$ cat src/fb_settings.svh
`ifndef FB_SETTINGS_SVH
`define FB_SETTINGS_SVH

// frame geometry in pixels
`define FB_WIDTH 4
`define FB_HEIGHT 4
// pixel count, must be even so that pixels pair up in three words
`define FB_PIXELS (`FB_WIDTH * `FB_HEIGHT)

// three bytes per pixel in 16-bit words
`define FB_WORDS ((`FB_PIXELS * 3) / 2)
`define FB_ADDR_W 5

`define RAY_ID_W 8

// input queue depth, also the renderer's starting credits
`define PB_DEPTH 4
// scan-out queue depth
`define OUT_DEPTH 4

`endif

$ cat src/fb_pkg.sv
`default_nettype none

`include "fb_settings.svh"

package fb_pkg;

	// msb holds the first byte in memory
	typedef logic [23:0] color_t;

	// ray id doubles as the pixel index
	typedef logic [`RAY_ID_W-1:0] ray_id_t;

	typedef logic [`FB_ADDR_W-1:0] word_addr_t;
	typedef logic [15:0] word_t;

	typedef struct packed {
		ray_id_t ray_id;
		color_t color;
	} pixel_entry_t;

	// one half-pixel write, ub covers data[15:8], lb covers data[7:0]
	typedef struct packed {
		word_addr_t addr;
		word_t data;
		logic ub;
		logic lb;
	} mem_wr_t;

	typedef struct packed {
		color_t color;
		logic last;
	} disp_pixel_t;

endpackage

`default_nettype wire

$ cat src/credit_queue.sv
`timescale 1ns/1ps
`default_nettype none

module credit_queue #(
	parameter type T = logic [7:0],
	parameter int DEPTH = 4
) (
	input logic clk,
	input logic rst_n,
	input logic push,
	input T push_data,
	input logic pop,
	output logic head_valid,
	output T head_data,
	output logic credit
);

	localparam int PTR_W = (DEPTH > 1) ? $clog2(DEPTH) : 1;
	localparam int CNT_W = $clog2(DEPTH + 1);

	T store [DEPTH];
	logic [PTR_W-1:0] wr_ptr, rd_ptr;
	logic [CNT_W-1:0] count;
	logic full;
	logic do_pop;

	function automatic logic [PTR_W-1:0] next_ptr(input logic [PTR_W-1:0] p);
		return (p == PTR_W'(DEPTH - 1)) ? '0 : p + 1'b1;
	endfunction

	assign full = (count == CNT_W'(DEPTH));
	assign head_valid = (count != '0);
	assign head_data = store[rd_ptr];
	// a pop on an empty queue is ignored
	assign do_pop = pop & head_valid;

	always_ff @(posedge clk) begin
		if (!rst_n) begin
			wr_ptr <= '0;
			rd_ptr <= '0;
			count <= '0;
			credit <= 1'b0;
		end else begin
			if (push)
				wr_ptr <= next_ptr(wr_ptr);
			if (do_pop)
				rd_ptr <= next_ptr(rd_ptr);
			// slot handed back to the sender one cycle after release
			credit <= do_pop;
			case ({push, do_pop})
				2'b10: count <= count + 1'b1;
				2'b01: count <= count - 1'b1;
				default: count <= count;
			endcase
		end
	end

	always_ff @(posedge clk) begin
		if (push)
			store[wr_ptr] <= push_data;
	end

	// sender overran the credits it was given
	a_push_not_full: assert property (@(posedge clk) disable iff (!rst_n) push |-> !full)
		else $error("credit_queue: push while full");

	a_pop_not_empty: assert property (@(posedge clk) disable iff (!rst_n) pop |-> head_valid)
		else $error("credit_queue: pop while empty");

endmodule

`default_nettype wire

$ cat src/fb_memory.sv
`timescale 1ns/1ps
`default_nettype none

`include "fb_settings.svh"

module fb_memory (
	input logic clk,
	input logic rst_n,
	input logic rd_req,
	input fb_pkg::word_addr_t rd_addr,
	output logic [15:0] rd_data,
	input logic wr_req,
	input fb_pkg::mem_wr_t wr,
	output logic wr_grant
);

	logic [15:0] mem [`FB_WORDS];

	// scan-out never waits, writes take the gaps
	assign wr_grant = wr_req & ~rd_req;

	always_ff @(posedge clk) begin
		if (rd_req)
			rd_data <= mem[rd_addr];
	end

	// per-lane enables so a half-pixel leaves its neighbour alone
	always_ff @(posedge clk) begin
		if (wr_grant) begin
			if (wr.ub)
				mem[wr.addr][15:8] <= wr.data[15:8];
			if (wr.lb)
				mem[wr.addr][7:0] <= wr.data[7:0];
		end
	end

	a_rd_addr_range: assert property (@(posedge clk) disable iff (!rst_n)
		rd_req |-> rd_addr < `FB_WORDS)
		else $error("fb_memory: read address %0d out of range", rd_addr);

	a_wr_addr_range: assert property (@(posedge clk) disable iff (!rst_n)
		wr_req |-> wr.addr < `FB_WORDS)
		else $error("fb_memory: write address %0d out of range", wr.addr);

endmodule

`default_nettype wire

$ cat src/fb_reader.sv
`timescale 1ns/1ps
`default_nettype none

`include "fb_settings.svh"

module fb_reader (
	input logic clk,
	input logic rst_n,
	input logic scan_en,
	output logic rd_req,
	output fb_pkg::word_addr_t rd_addr,
	input logic [15:0] rd_data,
	output logic disp_valid,
	output fb_pkg::disp_pixel_t disp,
	input logic disp_credit
);

	localparam int AW = $bits(fb_pkg::word_addr_t);
	localparam int CNT_W = AW + 1;
	localparam int SLOT_W = $clog2(`OUT_DEPTH + 1);
	localparam int CRED_W = 12;

	logic scanning;
	logic [CNT_W-1:0] word_cnt;
	logic [2:0] rd_phase;
	logic [2:0] cap_phase;
	logic push2;
	logic grp_start;
	logic [15:0] a_q, b_q, c_q;
	logic [SLOT_W-1:0] free_slots;
	logic [CRED_W-1:0] disp_credits;

	logic q_push;
	fb_pkg::disp_pixel_t q_push_data;
	logic q_head_valid;
	fb_pkg::disp_pixel_t q_head;
	logic q_credit;
	logic send;

	assign rd_req = |rd_phase;
	assign rd_addr = word_cnt[AW-1:0];

	// a group reserves both of its output slots up front
	assign grp_start = scanning && (rd_phase == 3'b000) &&
		(word_cnt < CNT_W'(`FB_WORDS)) && (free_slots >= SLOT_W'(2));

	always_ff @(posedge clk) begin
		if (!rst_n) begin
			scanning <= 1'b0;
			word_cnt <= '0;
			rd_phase <= 3'b000;
			cap_phase <= 3'b000;
			push2 <= 1'b0;
		end else begin
			if (!scanning) begin
				if (scan_en) begin
					scanning <= 1'b1;
					word_cnt <= '0;
				end
			end else if (send && q_head.last) begin
				scanning <= 1'b0;
			end
			if (rd_req)
				word_cnt <= word_cnt + 1'b1;
			// phases a, b, c then idle
			rd_phase <= grp_start ? 3'b100 : {1'b0, rd_phase[2:1]};
			// read data lands one cycle behind the phase
			cap_phase <= rd_phase;
			push2 <= cap_phase[0];
		end
	end

	always_ff @(posedge clk) begin
		if (cap_phase[2])
			a_q <= rd_data;
		if (cap_phase[1])
			b_q <= rd_data;
		if (cap_phase[0])
			c_q <= rd_data;
	end

	// first pixel once c arrives, second one cycle later
	assign q_push = cap_phase[0] | push2;

	always_comb begin
		if (cap_phase[0]) begin
			q_push_data.color = {a_q, b_q[15:8]};
			q_push_data.last = 1'b0;
		end else begin
			q_push_data.color = {b_q[7:0], c_q};
			// next group cannot have read yet, so the count still marks this group
			q_push_data.last = (word_cnt == CNT_W'(`FB_WORDS));
		end
	end

	credit_queue #(
		.T(fb_pkg::disp_pixel_t),
		.DEPTH(`OUT_DEPTH)
	) out_queue (
		.clk(clk),
		.rst_n(rst_n),
		.push(q_push),
		.push_data(q_push_data),
		.pop(send),
		.head_valid(q_head_valid),
		.head_data(q_head),
		.credit(q_credit)
	);

	// spend one display credit per pixel
	assign send = q_head_valid && (disp_credits != '0);
	assign disp_valid = send;
	assign disp = q_head;

	always_ff @(posedge clk) begin
		if (!rst_n) begin
			free_slots <= SLOT_W'(`OUT_DEPTH);
			disp_credits <= '0;
		end else begin
			free_slots <= free_slots - (grp_start ? SLOT_W'(2) : SLOT_W'(0)) +
				SLOT_W'(q_credit);
			disp_credits <= disp_credits + CRED_W'(disp_credit) - CRED_W'(send);
		end
	end

endmodule

`default_nettype wire

$ cat src/fb_writer.sv
`timescale 1ns/1ps
`default_nettype none

module fb_writer (
	input logic clk,
	input logic rst_n,
	input logic entry_valid,
	input fb_pkg::pixel_entry_t entry,
	output logic entry_pop,
	output logic wr_req,
	output fb_pkg::mem_wr_t wr,
	input logic wr_grant
);

	logic second;
	logic odd;
	logic fire;
	fb_pkg::color_t color;
	fb_pkg::word_addr_t addr0;
	fb_pkg::word_addr_t addr1;
	fb_pkg::word_t first_data;
	fb_pkg::word_t second_data;

	assign color = entry.color;
	assign odd = entry.ray_id[0];

	// word p + floor(p/2) holds the start of pixel p
	assign addr0 = fb_pkg::word_addr_t'(entry.ray_id) +
		fb_pkg::word_addr_t'(entry.ray_id >> 1);
	assign addr1 = addr0 + 1'b1;

	// odd pixels start in the lower lane, even ones end in the upper lane
	assign first_data = odd ? {2{color[23:16]}} : color[23:8];
	assign second_data = odd ? color[15:0] : {2{color[7:0]}};

	assign wr_req = entry_valid;
	assign fire = wr_req & wr_grant;
	assign entry_pop = fire & second;

	always_comb begin
		if (!second) begin
			wr.addr = addr0;
			wr.data = first_data;
			wr.ub = ~odd;
			wr.lb = 1'b1;
		end else begin
			wr.addr = addr1;
			wr.data = second_data;
			wr.ub = 1'b1;
			wr.lb = odd;
		end
	end

	// toggles on every granted half-write
	always_ff @(posedge clk) begin
		if (!rst_n)
			second <= 1'b0;
		else if (fire)
			second <= ~second;
	end

	// a stalled write must not change under the memory
	a_wr_stable: assert property (@(posedge clk) disable iff (!rst_n)
		wr_req && !wr_grant |=> wr_req && $stable(wr))
		else $error("fb_writer: write changed while waiting for grant");

endmodule

`default_nettype wire

$ cat src/frame_buffer_top.sv
`timescale 1ns/1ps
`default_nettype none

`include "fb_settings.svh"

module frame_buffer_top (
	input logic clk,
	input logic rst_n,
	input logic pix_valid,
	input fb_pkg::pixel_entry_t pix,
	output logic pix_credit,
	input logic scan_en,
	output logic disp_valid,
	output fb_pkg::disp_pixel_t disp,
	input logic disp_credit
);

	logic entry_valid;
	fb_pkg::pixel_entry_t entry;
	logic entry_pop;

	logic wr_req;
	fb_pkg::mem_wr_t wr;
	logic wr_grant;

	logic rd_req;
	fb_pkg::word_addr_t rd_addr;
	logic [15:0] rd_data;

	// renderer credits come straight back from the input queue
	credit_queue #(
		.T(fb_pkg::pixel_entry_t),
		.DEPTH(`PB_DEPTH)
	) pix_queue (
		.clk(clk),
		.rst_n(rst_n),
		.push(pix_valid),
		.push_data(pix),
		.pop(entry_pop),
		.head_valid(entry_valid),
		.head_data(entry),
		.credit(pix_credit)
	);

	fb_writer writer (
		.clk(clk),
		.rst_n(rst_n),
		.entry_valid(entry_valid),
		.entry(entry),
		.entry_pop(entry_pop),
		.wr_req(wr_req),
		.wr(wr),
		.wr_grant(wr_grant)
	);

	fb_memory memory (
		.clk(clk),
		.rst_n(rst_n),
		.rd_req(rd_req),
		.rd_addr(rd_addr),
		.rd_data(rd_data),
		.wr_req(wr_req),
		.wr(wr),
		.wr_grant(wr_grant)
	);

	fb_reader reader (
		.clk(clk),
		.rst_n(rst_n),
		.scan_en(scan_en),
		.rd_req(rd_req),
		.rd_addr(rd_addr),
		.rd_data(rd_data),
		.disp_valid(disp_valid),
		.disp(disp),
		.disp_credit(disp_credit)
	);

endmodule

`default_nettype wire

$ cat config.mk
export PLATFORM = sky130hd
export DESIGN_NAME = frame_buffer_top
export DESIGN_NICKNAME = d
export VERILOG_FILES = /design/src/fb_pkg.sv /design/src/credit_queue.sv /design/src/fb_memory.sv /design/src/fb_reader.sv /design/src/fb_writer.sv /design/src/frame_buffer_top.sv
export VERILOG_INCLUDE_DIRS = /design/src /design/src/src
export SDC_FILE = /design/constraint.sdc
export NUM_CORES = 1
export LEC_CHECK = 0
export ABC_AREA = 1
export ABC_CLOCK_PERIOD_IN_PS = 5400
export BUFFER_PORTS_ARGS = -buffer_cell sky130_fd_sc_hd__buf_2
export CORE_MARGIN = 2
export CORE_UTILIZATION = 37
export DETAILED_ROUTE_END_ITERATION = 10
export PLACE_DENSITY = 0.63
export SETUP_SLACK_MARGIN = 0.02
export SYNTH_ARGS = -nofsm -noshare
export SYNTH_HDL_FRONTEND = slang
export SYNTH_SLANG_ARGS = --single-unit
$ cat constraint.sdc
create_clock -name clk -period 5.4 [get_ports clk]
set_clock_uncertainty 0.05 [all_clocks]
set_input_delay 0.27 -clock clk [delete_from_list [all_inputs] [get_ports clk]]
set_output_delay 0.27 -clock clk [all_outputs]
set_load 0.02 [all_outputs]
Yosys cells after proc, flatten, opt, wreduce, memory -nomap -nowiden
Memory sizes are Yosys's and may differ from the RTL's. A register that Yosys moved wholly into a read port is not among the register bits.
Cells that the tools add are included.
{"block": "op_classes", "muxes": 32, "add_sub_neg": 15, "eq_ne": 10, "n_lt_le_gt_ge": 2, "shift": 0, "reduce_logical": 15, "n_mul": 0, "bitwise_logic": 10, "div_mod_pow": 0}
{"op": "$mux 25", "count": 1}
{"op": "$mux 23", "count": 1}
{"op": "$mux 2", "count": 9}
{"op": "$mux 6", "count": 3}
{"op": "$mux 16", "count": 1}
{"op": "$mux 1", "count": 13}
{"op": "$add 12x1->12", "count": 1}
{"op": "$eq 2x2->1 const B", "count": 6}
{"op": "$pmux 3 s2", "count": 2}
{"op": "$reduce_bool 12->1", "count": 1}
{"op": "$sub 12x1->12", "count": 1}
{"op": "$add 2x1->2 const B", "count": 4}
{"op": "$mux 8", "count": 1}
{"op": "$add 3x1->3 const B", "count": 2}
{"op": "$add 6x1->6 const B", "count": 1}
{"op": "$eq 6x5->1 const B", "count": 1}
{"op": "$lt 6x5->1 const B", "count": 1}
{"op": "$reduce_bool 2->1", "count": 3}
{"op": "$reduce_bool 3->1", "count": 2}
{"op": "$sub 3x1->3 const B", "count": 2}
{"op": "$add 5x1->5 const B", "count": 1}
{"op": "$add 5x5->5", "count": 1}
{"op": "$and 1x1->1", "count": 5}
{"op": "$logic_and 1x1->1", "count": 5}
{"op": "12 further kinds", "count": 16}
{"block": "word_totals", "ram_bits": 612, "reg_bits": 94, "latch_bits": 0, "wordCells": 107, "memories": 3, "output_inout_bits": 27, "romBits": 0}
{"name": "memory.mem", "words": 24, "width": 16, "read_ports": 1, "rd_ports_with_merged_regs": 1, "write_ports": 1, "line": "fb_memory.sv:17", "text": "logic [15:0] mem [`FB_WORDS];"}
{"name": "pix_queue.store", "words": 4, "width": 32, "read_ports": 1, "rd_ports_with_merged_regs": 1, "write_ports": 1, "line": "credit_queue.sv:21", "text": "T store [DEPTH];"}
{"name": "reader.out_queue.store", "words": 4, "width": 25, "read_ports": 1, "rd_ports_with_merged_regs": 1, "write_ports": 1, "line": "credit_queue.sv:21"}

Longest topological paths before layout
{"block": "depth", "depth_word": 8, "ltp_mapped": 18, "ltp_nobuf": 18}

Hierarchy
A second synthesis with hierarchy kept.
{"block": "hier_totals", "hier_cells": 2747, "hier_area_um2": 30765.8}
{"mod": "fb_memory", "cells_per_inst": 1540, "n_inst": 1, "area_per_inst_um2": 16917.5, "seq_area_each_um2": 12011.5}
{"mod": "credit_queue (pix_queue)", "cells_per_inst": 375, "n_inst": 1, "area_per_inst_um2": 5278.8, "seq_area_each_um2": 4043.9}
{"mod": "credit_queue (reader.out_queue)", "cells_per_inst": 308, "n_inst": 1, "area_per_inst_um2": 4315.4, "seq_area_each_um2": 3203.1}
{"mod": "fb_reader", "cells_per_inst": 385, "n_inst": 1, "area_per_inst_um2": 3540.9, "seq_area_each_um2": 2021.9}
{"mod": "fb_writer", "cells_per_inst": 139, "n_inst": 1, "area_per_inst_um2": 713.2, "seq_area_each_um2": 20.0}

Least setup slack after synthesis
No wires, ideal clock.
{"block": "synth_path", "path_kind": "register -> register", "from": "register (tool-made name)", "to": "memory memory.mem[0][0], enable pin", "period_less_slack_ps": 3873, "arrival_time_ps": 3440, "required_time_ps": 4967, "slack_ps": 1527, "n_path_buf": 3, "path_stages_with_launch": 15, "path_cell_list": "dfxtp_1 -> buf_4 -> inv_1 -> buf_6 -> clkbuf_1 -> o21ai_0 -> o22ai_1 -> ha_1 -> fa_1 -> ha_1 -> nand2_1 -> o21ai_0 -> nor2_1 -> clkinv_1 -> nor3_1"}
{"item": "end: declaration", "line": "fb_memory.sv:17"}

==> results.md <==
* Quantity of gates resized following cts at 0
* Final Hold Viols at 0
* Setup TNS at 0 ps
* Ranking of synthesized cells by area: edfxtp_1, o21ai_0, nor2_1
* Total grt overflow at 0
* H-tree depth at 3
* Gr usage total at 15.5%
* Yosys warns at 0
* Layout overhead on the synthesized area at 14.4%
* Ys async rst share at 0%
* Vias per inst at 5.21
* Maxcap violations at 0
* DIE AREA at 80200 um2
* CTS clk-pin slew, worst paths at 60 ps
* Top fanout value on the critical path at 30
* R2R depth at 15
* Critical Path Sink Type: register
* Core region area at 77300 um2
* Die W at 283 um
* Post-route ant nets at 0
* Seq/Total Area, Yosys at 73.0%
* Vias in the first global route at 17548
* Relative slew margins at 15.8%
* Ant. Diodes at 0
* Leak at 0.0112 uW
* Final worst setup slack at 677 ps
* Hold Path Class: in2reg
* Library cells used by synthesis at 47
* CTS tree: yes
* WP data arrival at 4890 ps
* Status: complete, no violations
* Clock Path Buffers at 3
* Slew @ Worst Pin at 1260 ps
* Worst Hold Margin at 91.6 ps
* Clk Latency, worst-skew pair at 620 ps
* Synth area leader: edfxtp_1
* Initial antenna violation count at 0
* Synthesis-stage register bit count at 718
* FP Rows at 102
* Pre-CTS WS at 740 ps
* Max Fclk at 212 MHz
* Hold path depth at 2
* Period utilisation layout at 87.5%
* Post-Route WL at 63100 um
* Number of fill cells at 6977
* Most instantiated cells after synthesis: edfxtp_1, o21ai_0, nor2_1
* I/O pins at 64
* Clk sinks at 718
* Share of layout cells above drive strength 1 at 11.9%
* CTS Root Cell: clkbuf_16
* Largest net degree at the start of global routing at 129
* Ys flop type: edfxtp_1
* Number of synthesized flops with an enable pin at 668
* Critical path type: reg2reg
* Post-Syn Area per Cell at 13.1 um2
* Post-route DRC violation count at 0
* Final Wtd Congestion at 0.820
* Net Count, Synth at 2290
* Fin crit period at 4720 ps
* Pwr dens at 457 nW/um2
* Post-synthesis cell count at 2210
* Post-detail-place hpwl at 38700 um
* Die height at 283 um
* Synth top area share at 69.5%
* First-pass GRT wire length at 98100 um
* Fin nets at 2390
* Worst EP required at 5560 ps
* DRT iter0 DRCs at 1511
* Pins over their slew limit at 0
* Port bufs at 61
* Vias at 17735
* Total CTS buffers at 73
* Post-synthesis cell area at 28800 um2
* Final setup viols at 0
* Starting Density at 37.3%
* VDD IR max at 0.308 mV
* Most frequent cell after synthesis: edfxtp_1
* DR WL/cell at 18.6 um
* Total iterations of the first detailed-routing run at 7
* Critical Path Start Type: register
* RSZ-0062 raised after global routing: no
## layer usage
metal	up-vias	track usage, %	routed length (um)
met2	556	25.8	30600
met5	-	0	0
li1	8389	-	-
met1	8677	20.2	27000
met3	113	2.94	3670
met4	0	5.79	1830
## per-stage QoR
step	instance area (um2)	power (uW)	utilization, %	instances
floorplan	28800	9250	-	2210
CTS	33000	15200	42.7	3403
global placement	30400	10300	39.3	3242
detailed placement	30400	10500	39.3	3242
global route	33000	15800	42.7	3403
finish	33000	15100	42.7	3403
## registers in the layout (all words and copies together) (netlist names), 2 cells and up, named ones only
register,count
memory.rd_data,16
reader.rd_phase,3
pix_queue.count,3
pix_queue.rd_ptr,2
reader.c_q,16
reader.a_q,16
reader.disp_credits,12
reader.out_queue.count,3
reader.word_cnt,6
reader.out_queue.store,100
reader.free_slots,3
reader.b_q,16
memory.mem,384
reader.cap_phase,3
pix_queue.store,120
reader.out_queue.rd_ptr,2
reader.out_queue.wr_ptr,2
pix_queue.wr_ptr,2
## timing repair
action                                 CTS  global route
endpoints found under the hold margin  123             0
buffers inserted                         0             0
hold buffers                            33             0
## area by class of cell
| cell class | count | area, um2 | area share, % |
|---|---|---|---|
| repair buffers | 156 | 1110 | 3.37 |
| clock buffers | 89 | 1960 | 5.94 |
| flip-flops and latches | 718 | 21100 | 63.8 |
| multi-input cells | 1267 | 6910 | 20.9 |
| inverters | 94 | 359 | 1.09 |
| clock inverters | 39 | 297 | 0.898 |
| well taps | 1040 | 1300 | 3.94 |
## cells by family (layout without fill, tap and decap cells)
family	count (synthesis)	after routing	synth area share [%]
AOI/OAI and AO/OA	560	560	11.5
adders and majority gates	43	43	1.97
DFF	718	718	73.0
and+or+nand+nor	638	638	9.31
muxes	24	24	0.937
xor gates and xnor gates	2	2	0.0868
buffers and inverters	225	378	3.21
## worst paths after layout
kind	endpoint	from	slack [ps]
hold / removal	reader.free_slots[2]	rst_n	90
hold reg to reg	reader.cap_phase[0]	reader.rd_phase[0]	390
setup / recovery	memory.mem[14][11]	register	680
setup reg to reg	memory.mem[14][11]	register	680
## worst max-delay path, cell delays in order, from the launching register on
cell	delay, ps
dfxtp_2	530
inv_4	200
nand2_1	100
nand3_1	70
nand2_1	70
buf_4	220
inv_2	180
ha_1	260
fa_1	490
ha_1	300
nand2_1	60
o21ai_0	250
inv_1	110
nor2_1	180
inv_1	260
nor3_1	960
## report_power, final
part / leakage (uW) / internal, uW / switching (uW) / total [uW]
Combinational: 0.00360 / 884 / 2460 / 3340
Clock: 0.00110 / 2690 / 2040 / 4730
Sequential: 0.00646 / 6850 / 177 / 7030
Total: 0.0112 / 10400 / 4680 / 15100
## cells in the final DEF (no fill, tap or decap), drive strengths merged
cell type | synthesis | layout
nor3 | 38 | 38
o211a | 1 | 1
clkinvlp | 0 | 4
or3 | 1 | 1
nor4 | 2 | 2
o21bai | 2 | 2
ha | 39 | 39
nand3 | 65 | 65
nor2 | 297 | 297
o211ai | 8 | 8
o22ai | 51 | 51
a21oi | 66 | 66
o2111ai | 2 | 2
nand2 | 219 | 219
edfxtp | 668 | 668
a32o | 24 | 24
a21boi | 1 | 1
nand4 | 15 | 15
or2 | 1 | 1
mux2 | 24 | 24
xor2 | 1 | 1
fa | 4 | 4
o21ai | 328 | 328
clkinv | 4 | 34
dfxtp | 50 | 50
inv | 90 | 93
o31ai | 2 | 2
buf | 47 | 123
a211oi | 2 | 2
xnor2 | 1 | 1
dlygate4sd3 | 0 | 33
o221ai | 73 | 73
clkbuf | 84 | 89
bufinv | 0 | 2
(Power assumes the default switching activity.)
